File: src/logic/digimax_pkg.sv
package digimax_pkg;

	// ====================
	// Widths
	// ====================

	localparam int NUM_DAC_CH = 4;
	localparam int DAC_DATA_W = 8;
	localparam int MIX_W      = 16;

	// Left or right level is the sum of two channel bytes
	localparam int LEVEL_W    = DAC_DATA_W + 1;

	// One guard bit above the sample to spot overflow
	localparam int SUM_W      = MIX_W + 1;

	// ====================
	// Mixer constants
	// ====================

	// Two-slope FM compressor, steep below the knee and flat above it
	localparam int COMP_KNEE  = 14044;
	localparam int COMP_GAIN  = 2;
	localparam int COMP_DIV   = 4;
	localparam int COMP_BASE  = COMP_KNEE * COMP_GAIN;

	localparam int DAC_SHIFT  = 6;
	localparam int CASS_LEVEL = 1024;

	// ====================
	// Types
	// ====================

	// I/O window the sampler answers in
	typedef enum logic [1:0] {
		DAC_OFF  = 2'd0,
		DAC_DE00 = 2'd1,
		DAC_DF00 = 2'd2
	} dac_mode_t;

	// CPU side of the cartridge I/O bus
	typedef struct packed {
		logic                  ioe;
		logic                  iof;
		logic                  wr;
		logic [2:0]            addr;
		logic [DAC_DATA_W-1:0] data;
	} io_bus_t;

	// One write request towards a channel register
	typedef struct packed {
		logic                  en;
		logic [DAC_DATA_W-1:0] data;
	} dac_write_t;

endpackage

File: src/logic/io_strobe.sv
`timescale 1ns/1ps

module io_strobe import digimax_pkg::*; (
	input  logic                        clk_sys,
	input  logic                        reset_n,
	input  io_bus_t                     bus_i,
	input  dac_mode_t                   mode_i,
	output dac_write_t [NUM_DAC_CH-1:0] ch_wr_o,
	output logic                        clear_o
);

	logic                        ioe_q;
	logic                        iof_q;
	logic                        sel;
	logic                        sel_prev;
	logic                        wr_hit;
	logic                        clear_q;
	dac_write_t [NUM_DAC_CH-1:0] ch_wr_q;

	// Pick the select of the configured window
	always_comb begin
		case (mode_i)
			DAC_DE00: begin
				sel      = bus_i.ioe;
				sel_prev = ioe_q;
			end
			DAC_DF00: begin
				sel      = bus_i.iof;
				sel_prev = iof_q;
			end
			default: begin
				sel      = 1'b0;
				sel_prev = 1'b0;
			end
		endcase
	end

	// Rising select with write, lower four registers only
	assign wr_hit = sel & ~sel_prev & bus_i.wr & ~bus_i.addr[2];

	// ====================
	// Select history
	// ====================
	always_ff @(posedge clk_sys) begin
		if (!reset_n) begin
			ioe_q   <= 1'b0;
			iof_q   <= 1'b0;
			clear_q <= 1'b0;
		end else begin
			ioe_q   <= bus_i.ioe;
			iof_q   <= bus_i.iof;
			clear_q <= (mode_i == DAC_OFF);
		end
	end

	// One-cycle request to the addressed channel
	always_ff @(posedge clk_sys) begin
		for (int i = 0; i < NUM_DAC_CH; i++) begin
			if (!reset_n) begin
				ch_wr_q[i].en <= 1'b0;
			end else begin
				ch_wr_q[i].en <= wr_hit && (bus_i.addr[1:0] == 2'(i));
			end
			ch_wr_q[i].data <= bus_i.data;
		end
	end

	assign ch_wr_o = ch_wr_q;
	assign clear_o = clear_q;

endmodule

File: src/logic/dac_channel.sv
`timescale 1ns/1ps

module dac_channel import digimax_pkg::*; (
	input  logic                  clk_sys,
	input  logic                  reset_n,
	input  logic                  clear_i,
	input  dac_write_t            wr_i,
	output logic [DAC_DATA_W-1:0] level_o,
	output logic                  active_o
);

	logic [DAC_DATA_W-1:0] level_q;
	logic                  active_q;

	// Channel byte and sticky activity flag
	always_ff @(posedge clk_sys) begin
		if (!reset_n || clear_i) begin
			level_q  <= '0;
			active_q <= 1'b0;
		end else if (wr_i.en) begin
			level_q <= wr_i.data;
			// Any non-zero byte marks the channel as in use
			if (|wr_i.data) begin
				active_q <= 1'b1;
			end
		end
	end

	assign level_o  = level_q;
	assign active_o = active_q;

endmodule

File: src/logic/fm_compressor.sv
`timescale 1ns/1ps

module fm_compressor import digimax_pkg::*; (
	input  logic                    clk_sys,
	input  logic                    reset_n,
	input  logic signed [MIX_W-1:0] sample_i,
	output logic signed [MIX_W-1:0] sample_o
);

	logic signed [MIX_W-1:0] att_q;
	logic signed [MIX_W-1:0] cmp_q;
	logic        [MIX_W-1:0] mag;
	logic        [MIX_W-1:0] shaped;

	// ====================
	// Stage 1
	// ====================

	// Attenuate by one eighth, x - x/8
	always_ff @(posedge clk_sys) begin
		if (!reset_n) begin
			att_q <= '0;
		end else begin
			att_q <= sample_i - (sample_i >>> 3);
		end
	end

	// ====================
	// Stage 2
	// ====================

	// Work on the magnitude, sign goes back on afterwards
	always_comb begin
		mag = att_q[MIX_W-1] ? $unsigned(-att_q) : $unsigned(att_q);
		if (mag < MIX_W'(COMP_KNEE)) begin
			shaped = mag * MIX_W'(COMP_GAIN);
		end else begin
			// Flat slope above the knee keeps peaks under full scale
			shaped = (mag - MIX_W'(COMP_KNEE)) / MIX_W'(COMP_DIV) + MIX_W'(COMP_BASE);
		end
	end

	always_ff @(posedge clk_sys) begin
		if (!reset_n) begin
			cmp_q <= '0;
		end else if (att_q[MIX_W-1]) begin
			cmp_q <= -$signed(shaped);
		end else begin
			cmp_q <= $signed(shaped);
		end
	end

	assign sample_o = cmp_q;

endmodule

File: src/logic/stereo_mixer.sv
`timescale 1ns/1ps

module stereo_mixer import digimax_pkg::*; (
	input  logic                                  clk_sys,
	input  logic                                  reset_n,
	input  logic [NUM_DAC_CH-1:0][DAC_DATA_W-1:0] level_i,
	input  logic [NUM_DAC_CH-1:0]                 active_i,
	input  logic signed [MIX_W-1:0]               fm_i,
	input  logic                                  cass_i,
	output logic signed [MIX_W-1:0]               audio_l_o,
	output logic signed [MIX_W-1:0]               audio_r_o
);

	logic        [LEVEL_W-1:0] dac_l_q;
	logic        [LEVEL_W-1:0] dac_r_q;
	logic signed [SUM_W-1:0]   sum_l_q;
	logic signed [SUM_W-1:0]   sum_r_q;
	logic signed [MIX_W-1:0]   out_l_q;
	logic signed [MIX_W-1:0]   out_r_q;

	// FM, scaled DAC level and cassette click in one side
	function automatic logic signed [SUM_W-1:0] mix_side(
		input logic signed [MIX_W-1:0] fm,
		input logic        [LEVEL_W-1:0] dac,
		input logic                      cass
	);
		logic signed [SUM_W-1:0] fm_ext;
		logic signed [SUM_W-1:0] dac_ext;
		logic signed [SUM_W-1:0] cass_ext;

		fm_ext   = {fm[MIX_W-1], fm};
		dac_ext  = $signed(SUM_W'(dac) << DAC_SHIFT);
		cass_ext = cass ? SUM_W'(CASS_LEVEL) : '0;
		return fm_ext + dac_ext + cass_ext;
	endfunction

	// Clip to full scale when the guard bit disagrees with the sign
	function automatic logic signed [MIX_W-1:0] saturate(
		input logic signed [SUM_W-1:0] sum
	);
		if (sum[SUM_W-1] != sum[SUM_W-2]) begin
			return {sum[SUM_W-1], {(MIX_W-1){~sum[SUM_W-1]}}};
		end
		return sum[MIX_W-1:0];
	endfunction

	// ====================
	// Mode guess
	// ====================

	// Mono, stereo on channels 0/1, or four channels paired 1+2 / 0+3
	always_ff @(posedge clk_sys) begin
		if (!reset_n) begin
			dac_l_q <= '0;
			dac_r_q <= '0;
		end else if (active_i < 2) begin
			dac_l_q <= LEVEL_W'(level_i[0]) + LEVEL_W'(level_i[0]);
			dac_r_q <= LEVEL_W'(level_i[0]) + LEVEL_W'(level_i[0]);
		end else if (active_i == 2) begin
			dac_l_q <= LEVEL_W'(level_i[1]) + LEVEL_W'(level_i[1]);
			dac_r_q <= LEVEL_W'(level_i[0]) + LEVEL_W'(level_i[0]);
		end else begin
			dac_l_q <= LEVEL_W'(level_i[1]) + LEVEL_W'(level_i[2]);
			dac_r_q <= LEVEL_W'(level_i[0]) + LEVEL_W'(level_i[3]);
		end
	end

	// ====================
	// Sum and clip
	// ====================
	always_ff @(posedge clk_sys) begin
		if (!reset_n) begin
			sum_l_q <= '0;
			sum_r_q <= '0;
			out_l_q <= '0;
			out_r_q <= '0;
		end else begin
			sum_l_q <= mix_side(fm_i, dac_l_q, cass_i);
			sum_r_q <= mix_side(fm_i, dac_r_q, cass_i);
			out_l_q <= saturate(sum_l_q);
			out_r_q <= saturate(sum_r_q);
		end
	end

	assign audio_l_o = out_l_q;
	assign audio_r_o = out_r_q;

endmodule

File: src/logic/digimax_audio_top.sv
`timescale 1ns/1ps

module digimax_audio_top import digimax_pkg::*; (
	input  logic                    clk_sys,
	input  logic                    reset_n,
	input  io_bus_t                 bus_i,
	input  dac_mode_t               mode_i,
	input  logic signed [MIX_W-1:0] fm_sample_i,
	input  logic                    cass_i,
	output logic signed [MIX_W-1:0] audio_l_o,
	output logic signed [MIX_W-1:0] audio_r_o
);

	dac_write_t [NUM_DAC_CH-1:0]             ch_wr;
	logic                                  clear;
	logic [NUM_DAC_CH-1:0][DAC_DATA_W-1:0] level;
	logic [NUM_DAC_CH-1:0]                 active;
	logic signed [MIX_W-1:0]               fm_cmp;

	// ====================
	// Bus side
	// ====================
	io_strobe io_strobe_inst (
		.clk_sys (clk_sys),
		.reset_n (reset_n),
		.bus_i   (bus_i),
		.mode_i  (mode_i),
		.ch_wr_o (ch_wr),
		.clear_o (clear)
	);

	// Four sampler channels
	for (genvar i = 0; i < NUM_DAC_CH; i++) begin : g_ch
		dac_channel dac_channel_inst (
			.clk_sys  (clk_sys),
			.reset_n  (reset_n),
			.clear_i  (clear),
			.wr_i     (ch_wr[i]),
			.level_o  (level[i]),
			.active_o (active[i])
		);
	end

	// ====================
	// Audio side
	// ====================
	fm_compressor fm_compressor_inst (
		.clk_sys  (clk_sys),
		.reset_n  (reset_n),
		.sample_i (fm_sample_i),
		.sample_o (fm_cmp)
	);

	stereo_mixer stereo_mixer_inst (
		.clk_sys   (clk_sys),
		.reset_n   (reset_n),
		.level_i   (level),
		.active_i  (active),
		.fm_i      (fm_cmp),
		.cass_i    (cass_i),
		.audio_l_o (audio_l_o),
		.audio_r_o (audio_r_o)
	);

endmodule

File: config.mk
export PLATFORM = sky130hd
export DESIGN_NAME = digimax_audio_top
export DESIGN_NICKNAME = d
export VERILOG_FILES = /design/src/logic/digimax_pkg.sv /design/src/logic/io_strobe.sv /design/src/logic/dac_channel.sv /design/src/logic/fm_compressor.sv /design/src/logic/stereo_mixer.sv /design/src/logic/digimax_audio_top.sv
export SDC_FILE = /design/constraint.sdc
export NUM_CORES = 1
export LEC_CHECK = 0
export BUFFER_PORTS_ARGS = -buffer_cell sky130_fd_sc_hd__buf_2
export CAP_MARGIN = 15
export CORE_ASPECT_RATIO = 0.9
export CORE_MARGIN = 2
export CORE_UTILIZATION = 45
export CTS_BUF_LIST = sky130_fd_sc_hd__clkbuf_16
export DETAILED_ROUTE_END_ITERATION = 10
export MAX_ROUTING_LAYER = met4
export SYNTH_ARGS = -nofsm -noshare
export SYNTH_HDL_FRONTEND = slang
export SYNTH_SLANG_ARGS = --single-unit
File: constraint.sdc
create_clock -name clk_sys -period 4.55 [get_ports clk_sys]
set_input_delay 0 -clock clk_sys [delete_from_list [all_inputs] [get_ports clk_sys]]
set_output_delay 0 -clock clk_sys [all_outputs]
set_load 0.02 [all_outputs]
# After elaboration in Yosys (flattened, before gate mapping)
# Cells that the tools add are included.
[word_totals]
regBits = 167
input_bits = 35
wordCells = 85
[classes]
n_addsub = 13
n_lt_le_gt_ge = 2
n_eq_ne = 8
n_mux = 18
n_bitwise = 7
n_reduce_logical = 13
[ops]
columns = ["op", "count"]
rows = [
  ["$mux 16", 7],
  ["$add 8x8->9", 4],
  ["$mux 9", 4],
  ["$add 16x16->17", 2],
  ["$add 17x17->17", 2],
  ["$neg 16->16", 2],
  ["$add 14x15->16 const B", 1],
  ["$lt 16x14->1 const B", 1],
  ["$sub 16x13->16", 1],
  ["$sub 16x14->16 const B", 1],
  ["$mux 11", 1],
  ["$reduce_and 2->1", 4],
  ["$reduce_or 8->1", 1],
  ["$eq 2x2->1 const B", 3],
  ["$eq 2x1->1 const B", 2],
  ["$eq 4x2->1 const B", 1],
  ["$logic_and 1x1->1", 4],
  ["$logic_not 2->1", 2],
  ["$lt 4x2->1 const B", 1],
  ["$mux 1", 4],
  ["$not 1->1", 4],
  ["$pmux 1 s2", 2],
  ["$and 1x1->1", 3],
  ["$ne 1x1->1", 2],
  ["2 further kinds", 2],
]

# Depth between registers and ports, before layout
[logic_depth]
word_depth = 7
mapped_depth = 21
depth_no_buf = 20

# Modules after synthesis
# A second synthesis with hierarchy kept.
[hier_totals]
cells_unflattened = 1084
area_unflattened_um2 = 9396.5
[modules_own_cells]
columns = ["module", "n_inst", "cells_per_inst", "area_per_inst_um2", "seq_area_each_um2"]
rows = [
  ["stereo_mixer", 1, 453, 4121.5, 1561.5],
  ["fm_compressor", 1, 441, 3291.9, 640.6],
  ["dac_channel", 4, 33, 337.8, 180.2],
  ["io_strobe", 1, 58, 631.9, 300.3],
]

# Least setup slack after synthesis
# OpenSTA, ideal clock, no wires.
[synth_timing]
path_kind = "flip-flop to flip-flop"
from = "register fm_compressor_inst.att_q[15]"
to = "register fm_compressor_inst.cmp_q[12], in the netlist fm_compressor_inst.sample_o[12]"
setup_ps = 121
arrival_time_ps = 4597
required_ps = 4429
path_slack_ps = -169
path_stages_with_launch = 21
n_path_buf = 3
synth_period_minus_slack_ps = 4719
path_cell_list = "dfxtp_1 > buf_1 > buf_2 > o31ai_1 > xnor2_1 > ha_1 > a21oi_1 > o22ai_1 > or4_4 > buf_6 > xnor2_1 > ha_1 > inv_1 > a211oi_2 > o21ai_2 > and3_4 > o41ai_2 > and3_1 > and3_4 > a41oi_2 > mux2_4"
[synth_between]
elab_chain_len = 6
[synth_rtl]
columns = ["element", "line", "rtl"]
rows = [
  ["start: declaration", "fm_compressor.sv:10", "logic signed [MIX_W-1:0] att_q;"],
  ["start signal: assignment", "fm_compressor.sv:24", "att_q <= sample_i - (sample_i >>> 3);"],
  ["$mux 16 or $neg 16->16 (tied branches)", "fm_compressor.sv:34", "mag = att_q[MIX_W-1] ? $unsigned(-att_q) : $unsigned(att_q);"],
  ["$sub 16x14->16 or $mux 16 (tied branches)", "fm_compressor.sv:39, fm_compressor.sv:34", ""],
  ["$add 14x15->16 or $lt 16x14->1 (tied branches)", "fm_compressor.sv:39, fm_compressor.sv:35", ""],
  ["$mux 16", "fm_compressor.sv:35", "if (mag < MIX_W'(COMP_KNEE)) begin"],
  ["$neg 16->16", "fm_compressor.sv:47", "cmp_q <= -$signed(shaped);"],
  ["$mux 16 *", "fm_compressor.sv:46", "end else if (att_q[MIX_W-1]) begin"],
  ["end signal: assignment", "fm_compressor.sv:47", ""],
  ["end signal: assignment", "fm_compressor.sv:49", "cmp_q <= $signed(shaped);"],
  ["end: declaration", "fm_compressor.sv:11", "logic signed [MIX_W-1:0] cmp_q;"],
]
# Mark *: on every way between the ends. The rest lies on a longest branch, timed or not.
# A chain may end at the register's enable or synchronous reset.

# Final worst setup path
[layout_timing]
from = "register fm_compressor_inst.att_q[0]"
to = "register fm_compressor_inst.cmp_q[15], in the netlist fm_compressor_inst.sample_o[15]"
[layout_between]
elab_chain_len = 7
[layout_rtl]
columns = ["element", "line", "rtl"]
rows = [
  ["$neg 16->16", "fm_compressor.sv:34", ""],
  ["$mux 16 *", "fm_compressor.sv:34", ""],
  ["$sub 16x14->16", "fm_compressor.sv:39", "shaped = (mag - MIX_W'(COMP_KNEE)) / MIX_W'(COMP_DIV) + MIX_W'(COMP_BASE);"],
  ["$add 14x15->16", "fm_compressor.sv:39", ""],
  ["$mux 16 *", "fm_compressor.sv:35", ""],
  ["$neg 16->16", "fm_compressor.sv:47", ""],
  ["$mux 16 *", "fm_compressor.sv:46", ""],
]
# Marks and branches as above.

==> run summary <==
first-pass GRT wire length - 33.50 mm
Die Width - 154.3 µm
vias per cell - 5.273
clock buffer depth - 2
worst slew pin tran - 0.9665 ns
Final Cycle Share - 95.65%
Async S/R FF share, synth - 0%
power per cell area - 444.9 nW/µm²
Hold Path Class - in2reg
share of cells above drive strength 1 - 17.35%
Final Setup Violations - 0
Synth Cell Area - 9151 µm²
P_leak - 4.589 nW
XOR/XNOR Fraction of Synth Area - 6.248%
filler cell count - 1,907
area of the multi-input gates - 5565 µm²
H-tree Lvls - 4
final instance area - 10,610 µm²
ANT cells - 0
WHS Path Cells - 4
CTS Sinks - 161
most frequent cell after synthesis - dfxtp_1
Post-Synth Simple-Gate Area - 18.01%
Critical Path Start Type - register
Worst EP arrival - 4.63 ns
IO Count - 67
Die Area - 21,490 µm²
achievable frequency - 229.8 MHz
Synth Register Bits - 161
Slew Limit Fails - 0
Layout Skew - 0.01060 ns
nets - 1,229
register area - 3223 µm²
die height - 139.3 µm
Ys Warns - 0
Post-synth EDFFs - 0
placed cell areas - 9747 µm²
wire per inst - 14.23 µm
Avg Cell Area, Syn - 8.893 µm²
IO Port Bufs - 66
drt pass-1 iters - 4
Core Region - 19,990 µm²
row cnt - 49
Area Growth Syn to Fin - 15.89%
latest clock arrival within the worst-skew pair - 0.42 ns
sequential area share after synthesis - 35.22%
leading area contributor after synthesis - dfxtp_1
largest net degree at the start of global routing - 55
status - finished clean
HPWL Detailed - 14.64 mm
Post-route DRC - 0
Yosys top cell area share - 35.22%
peak supply drop - 0.0002750 V
Inserted Clock Buffers - 17
ranking of synthesized cells by area - dfxtp_1 (35%), ha_1 (10%), a21oi_1 (4.8%)
top_reg_cell synth - dfxtp_1
Synthesized Nets - 1,147
Slew Limit Headroom - 35.47%
DRT Wirelength - 19.63 mm
final core occ - 53.06%
setup TNS - 0 ns
Worst EP required - 4.83 ns
Initial Utilization - 45.79%
gpl congestion - 0.8989
compound-cell area share of the yosys netlist - 18.57%
synth unique cells - 85
clock transition at the registers of the reported paths - 0.06 ns
Post-synth top cells - dfxtp_1 (161), nor2_1 (110), a21oi_1 (88)
number of global-route vias before repair - 6,931
Synth Area in Adders - 11.92%
Tot GR Track Use - 19.48%
main combinational cell family by area after synthesis - compound AO/OA/AOI/OAI gates
root buffer cell - clkbuf_16
CP endpoint kind - register
Final min period - 4.352 ns
multiplexer share of the synthesized area - 5.414%
gr ovfl total - 0
Synth Instances - 1,029
initial antenna violation count - 0
R2R cell count - 19
MaxCap Viol Count - 0
CTS tree - done
Crit Path Max Fanout - 4
Final Hold Viols - 0
Routed Antenna Nets - 0
Setup CP Type - reg2reg
Vias - 7,272
DRT iter0 DRCs - 320
worst paths after layout:
path                                                   from                                    endpoint  slack (ns)
hold reg to reg   fm_compressor_inst.sample_o[3]$_SDFF_PN0_     stereo_mixer_inst.sum_r_q[3]$_SDFF_PN0_        0.43
hold / removal                               fm_sample_i[1]      fm_compressor_inst.att_q[1]$_SDFF_PN0_        0.01
setup reg to reg     fm_compressor_inst.att_q[0]$_SDFF_PN0_  fm_compressor_inst.sample_o[15]$_SDFF_PN0_        0.20
setup / recovery     fm_compressor_inst.att_q[0]$_SDFF_PN0_  fm_compressor_inst.sample_o[15]$_SDFF_PN0_        0.20
per-layer routing:
layer / vias to the layer above / wire length, µm / GRT usage (%)
li1: 3774 / - / -
met1: 3315 / 10190 / 26.80
met2: 163 / 8180 / 28.70
met3: 20 / 899 / 4.204
met4: 0 / 356 / 5.994
met5: - / 0 / -
sequential cells by signal, indices dropped and copies added (netlist names), 4 cells and up:
register                        cells
g_ch.dac_channel_inst.level_o      32
stereo_mixer_inst.sum_r_q          17
fm_compressor_inst.att_q           16
fm_compressor_inst.sample_o        16
stereo_mixer_inst.audio_l_o        16
stereo_mixer_inst.audio_r_o        16
io_strobe_inst.ch_wr_o             12
stereo_mixer_inst.sum_l_q          11
stereo_mixer_inst.dac_l_q           9
stereo_mixer_inst.dac_r_q           9
g_ch.dac_channel_inst.active_o      4
where the power goes:
group / total (mW) / switching, mW / leakage (nW) / internal (mW)
combinational: 1.58 / 0.964 / 2.97 / 0.619
clock: 1.43 / 0.603 / 0.297 / 0.825
sequential: 1.71 / 0.105 / 1.32 / 1.60
total: 4.72 / 1.67 / 4.59 / 3.05
final cells by class:
class	instances	area share, %
clock buffers	17	4.011
clock inverters	15	1.640
inverters	56	1.982
multi-input cells	767	52.48
flip-flops and latches	161	30.39
well taps	255	3.008
repair buffers	108	6.489
cell usage in the layout, fill, tap and decap left out, types with 5 or more instances in the layout:
cell and count:
a21o_1 14, a31o_2 6, a21oi_1 87, mux2_2 8, xnor2_1 40, nand3_1 13
and2_1 18, dfxtp_1 161, nor4_1 5, nand2b_1 9, nor3b_1 7, buf_2 66
or3_1 8, nand2_1 80, clkbuf_16 17, a31oi_1 7, nand4_1 8, o21ai_1 6
xor2_1 15, dlygate4sd3_1 17, buf_4 25, a21oi_2 5, nor3_1 24, inv_1 55
nor2_1 110, o21bai_1 17, or2_2 9, o211ai_1 11, ha_1 74, nor2b_1 7
fa_1 7, mux2i_1 39, and3_1 9, o21ai_0 27
per-stage QoR:
| step | std cells | worst slack [ns] | total power [mW] | hold WS (ns) |
|---|---|---|---|---|
| floorplan | 1029 | 0.01453 | 2.870 | 0.02772 |
| finish | 1379 | 0.1980 | 4.718 | 0.01297 |
| global route | 1379 | -0.008070 | 5.013 | 0.03207 |
| global placement | 1325 | 0.1244 | 3.254 | 0.1021 |
| CTS | 1376 | 0.006010 | 4.717 | 0.002030 |
| detailed placement | 1325 | -0.01963 | 3.261 | 0.1036 |
cells by family after synthesis:
kind of cell	after synthesis
buf+inv	101
xor+xnor	61
compound gates	243
simple gates	332
fa+ha+maj	83
mux	48
flops	161
repair_timing:
item                       CTS  global route
pin swaps                    2             3
hold buffers                17             0
hold endpoints to repair    16             0
gates resized for setup      2             7
buffers inserted             2             3
setup endpoints to repair    1             8
critical path, cell delays in order, from the launching register on:
cell and delay [ns]:
dfxtp_1 0.34, inv_1 0.07, ha_1 0.22, nor2b_2 0.19, xnor2_2 0.14, inv_1 0.09
ha_2 0.22, a21oi_2 0.14, o22ai_2 0.09, or4_4 0.50, xnor2_1 0.15, ha_2 0.21
buf_4 0.15, a221o_1 0.37, o21bai_1 0.19, and3_1 0.19, a211oi_2 0.36, nor2_1 0.12
a221oi_1 0.33, o311ai_1 0.15
Note: power is estimated with default switching activity, not from simulation.
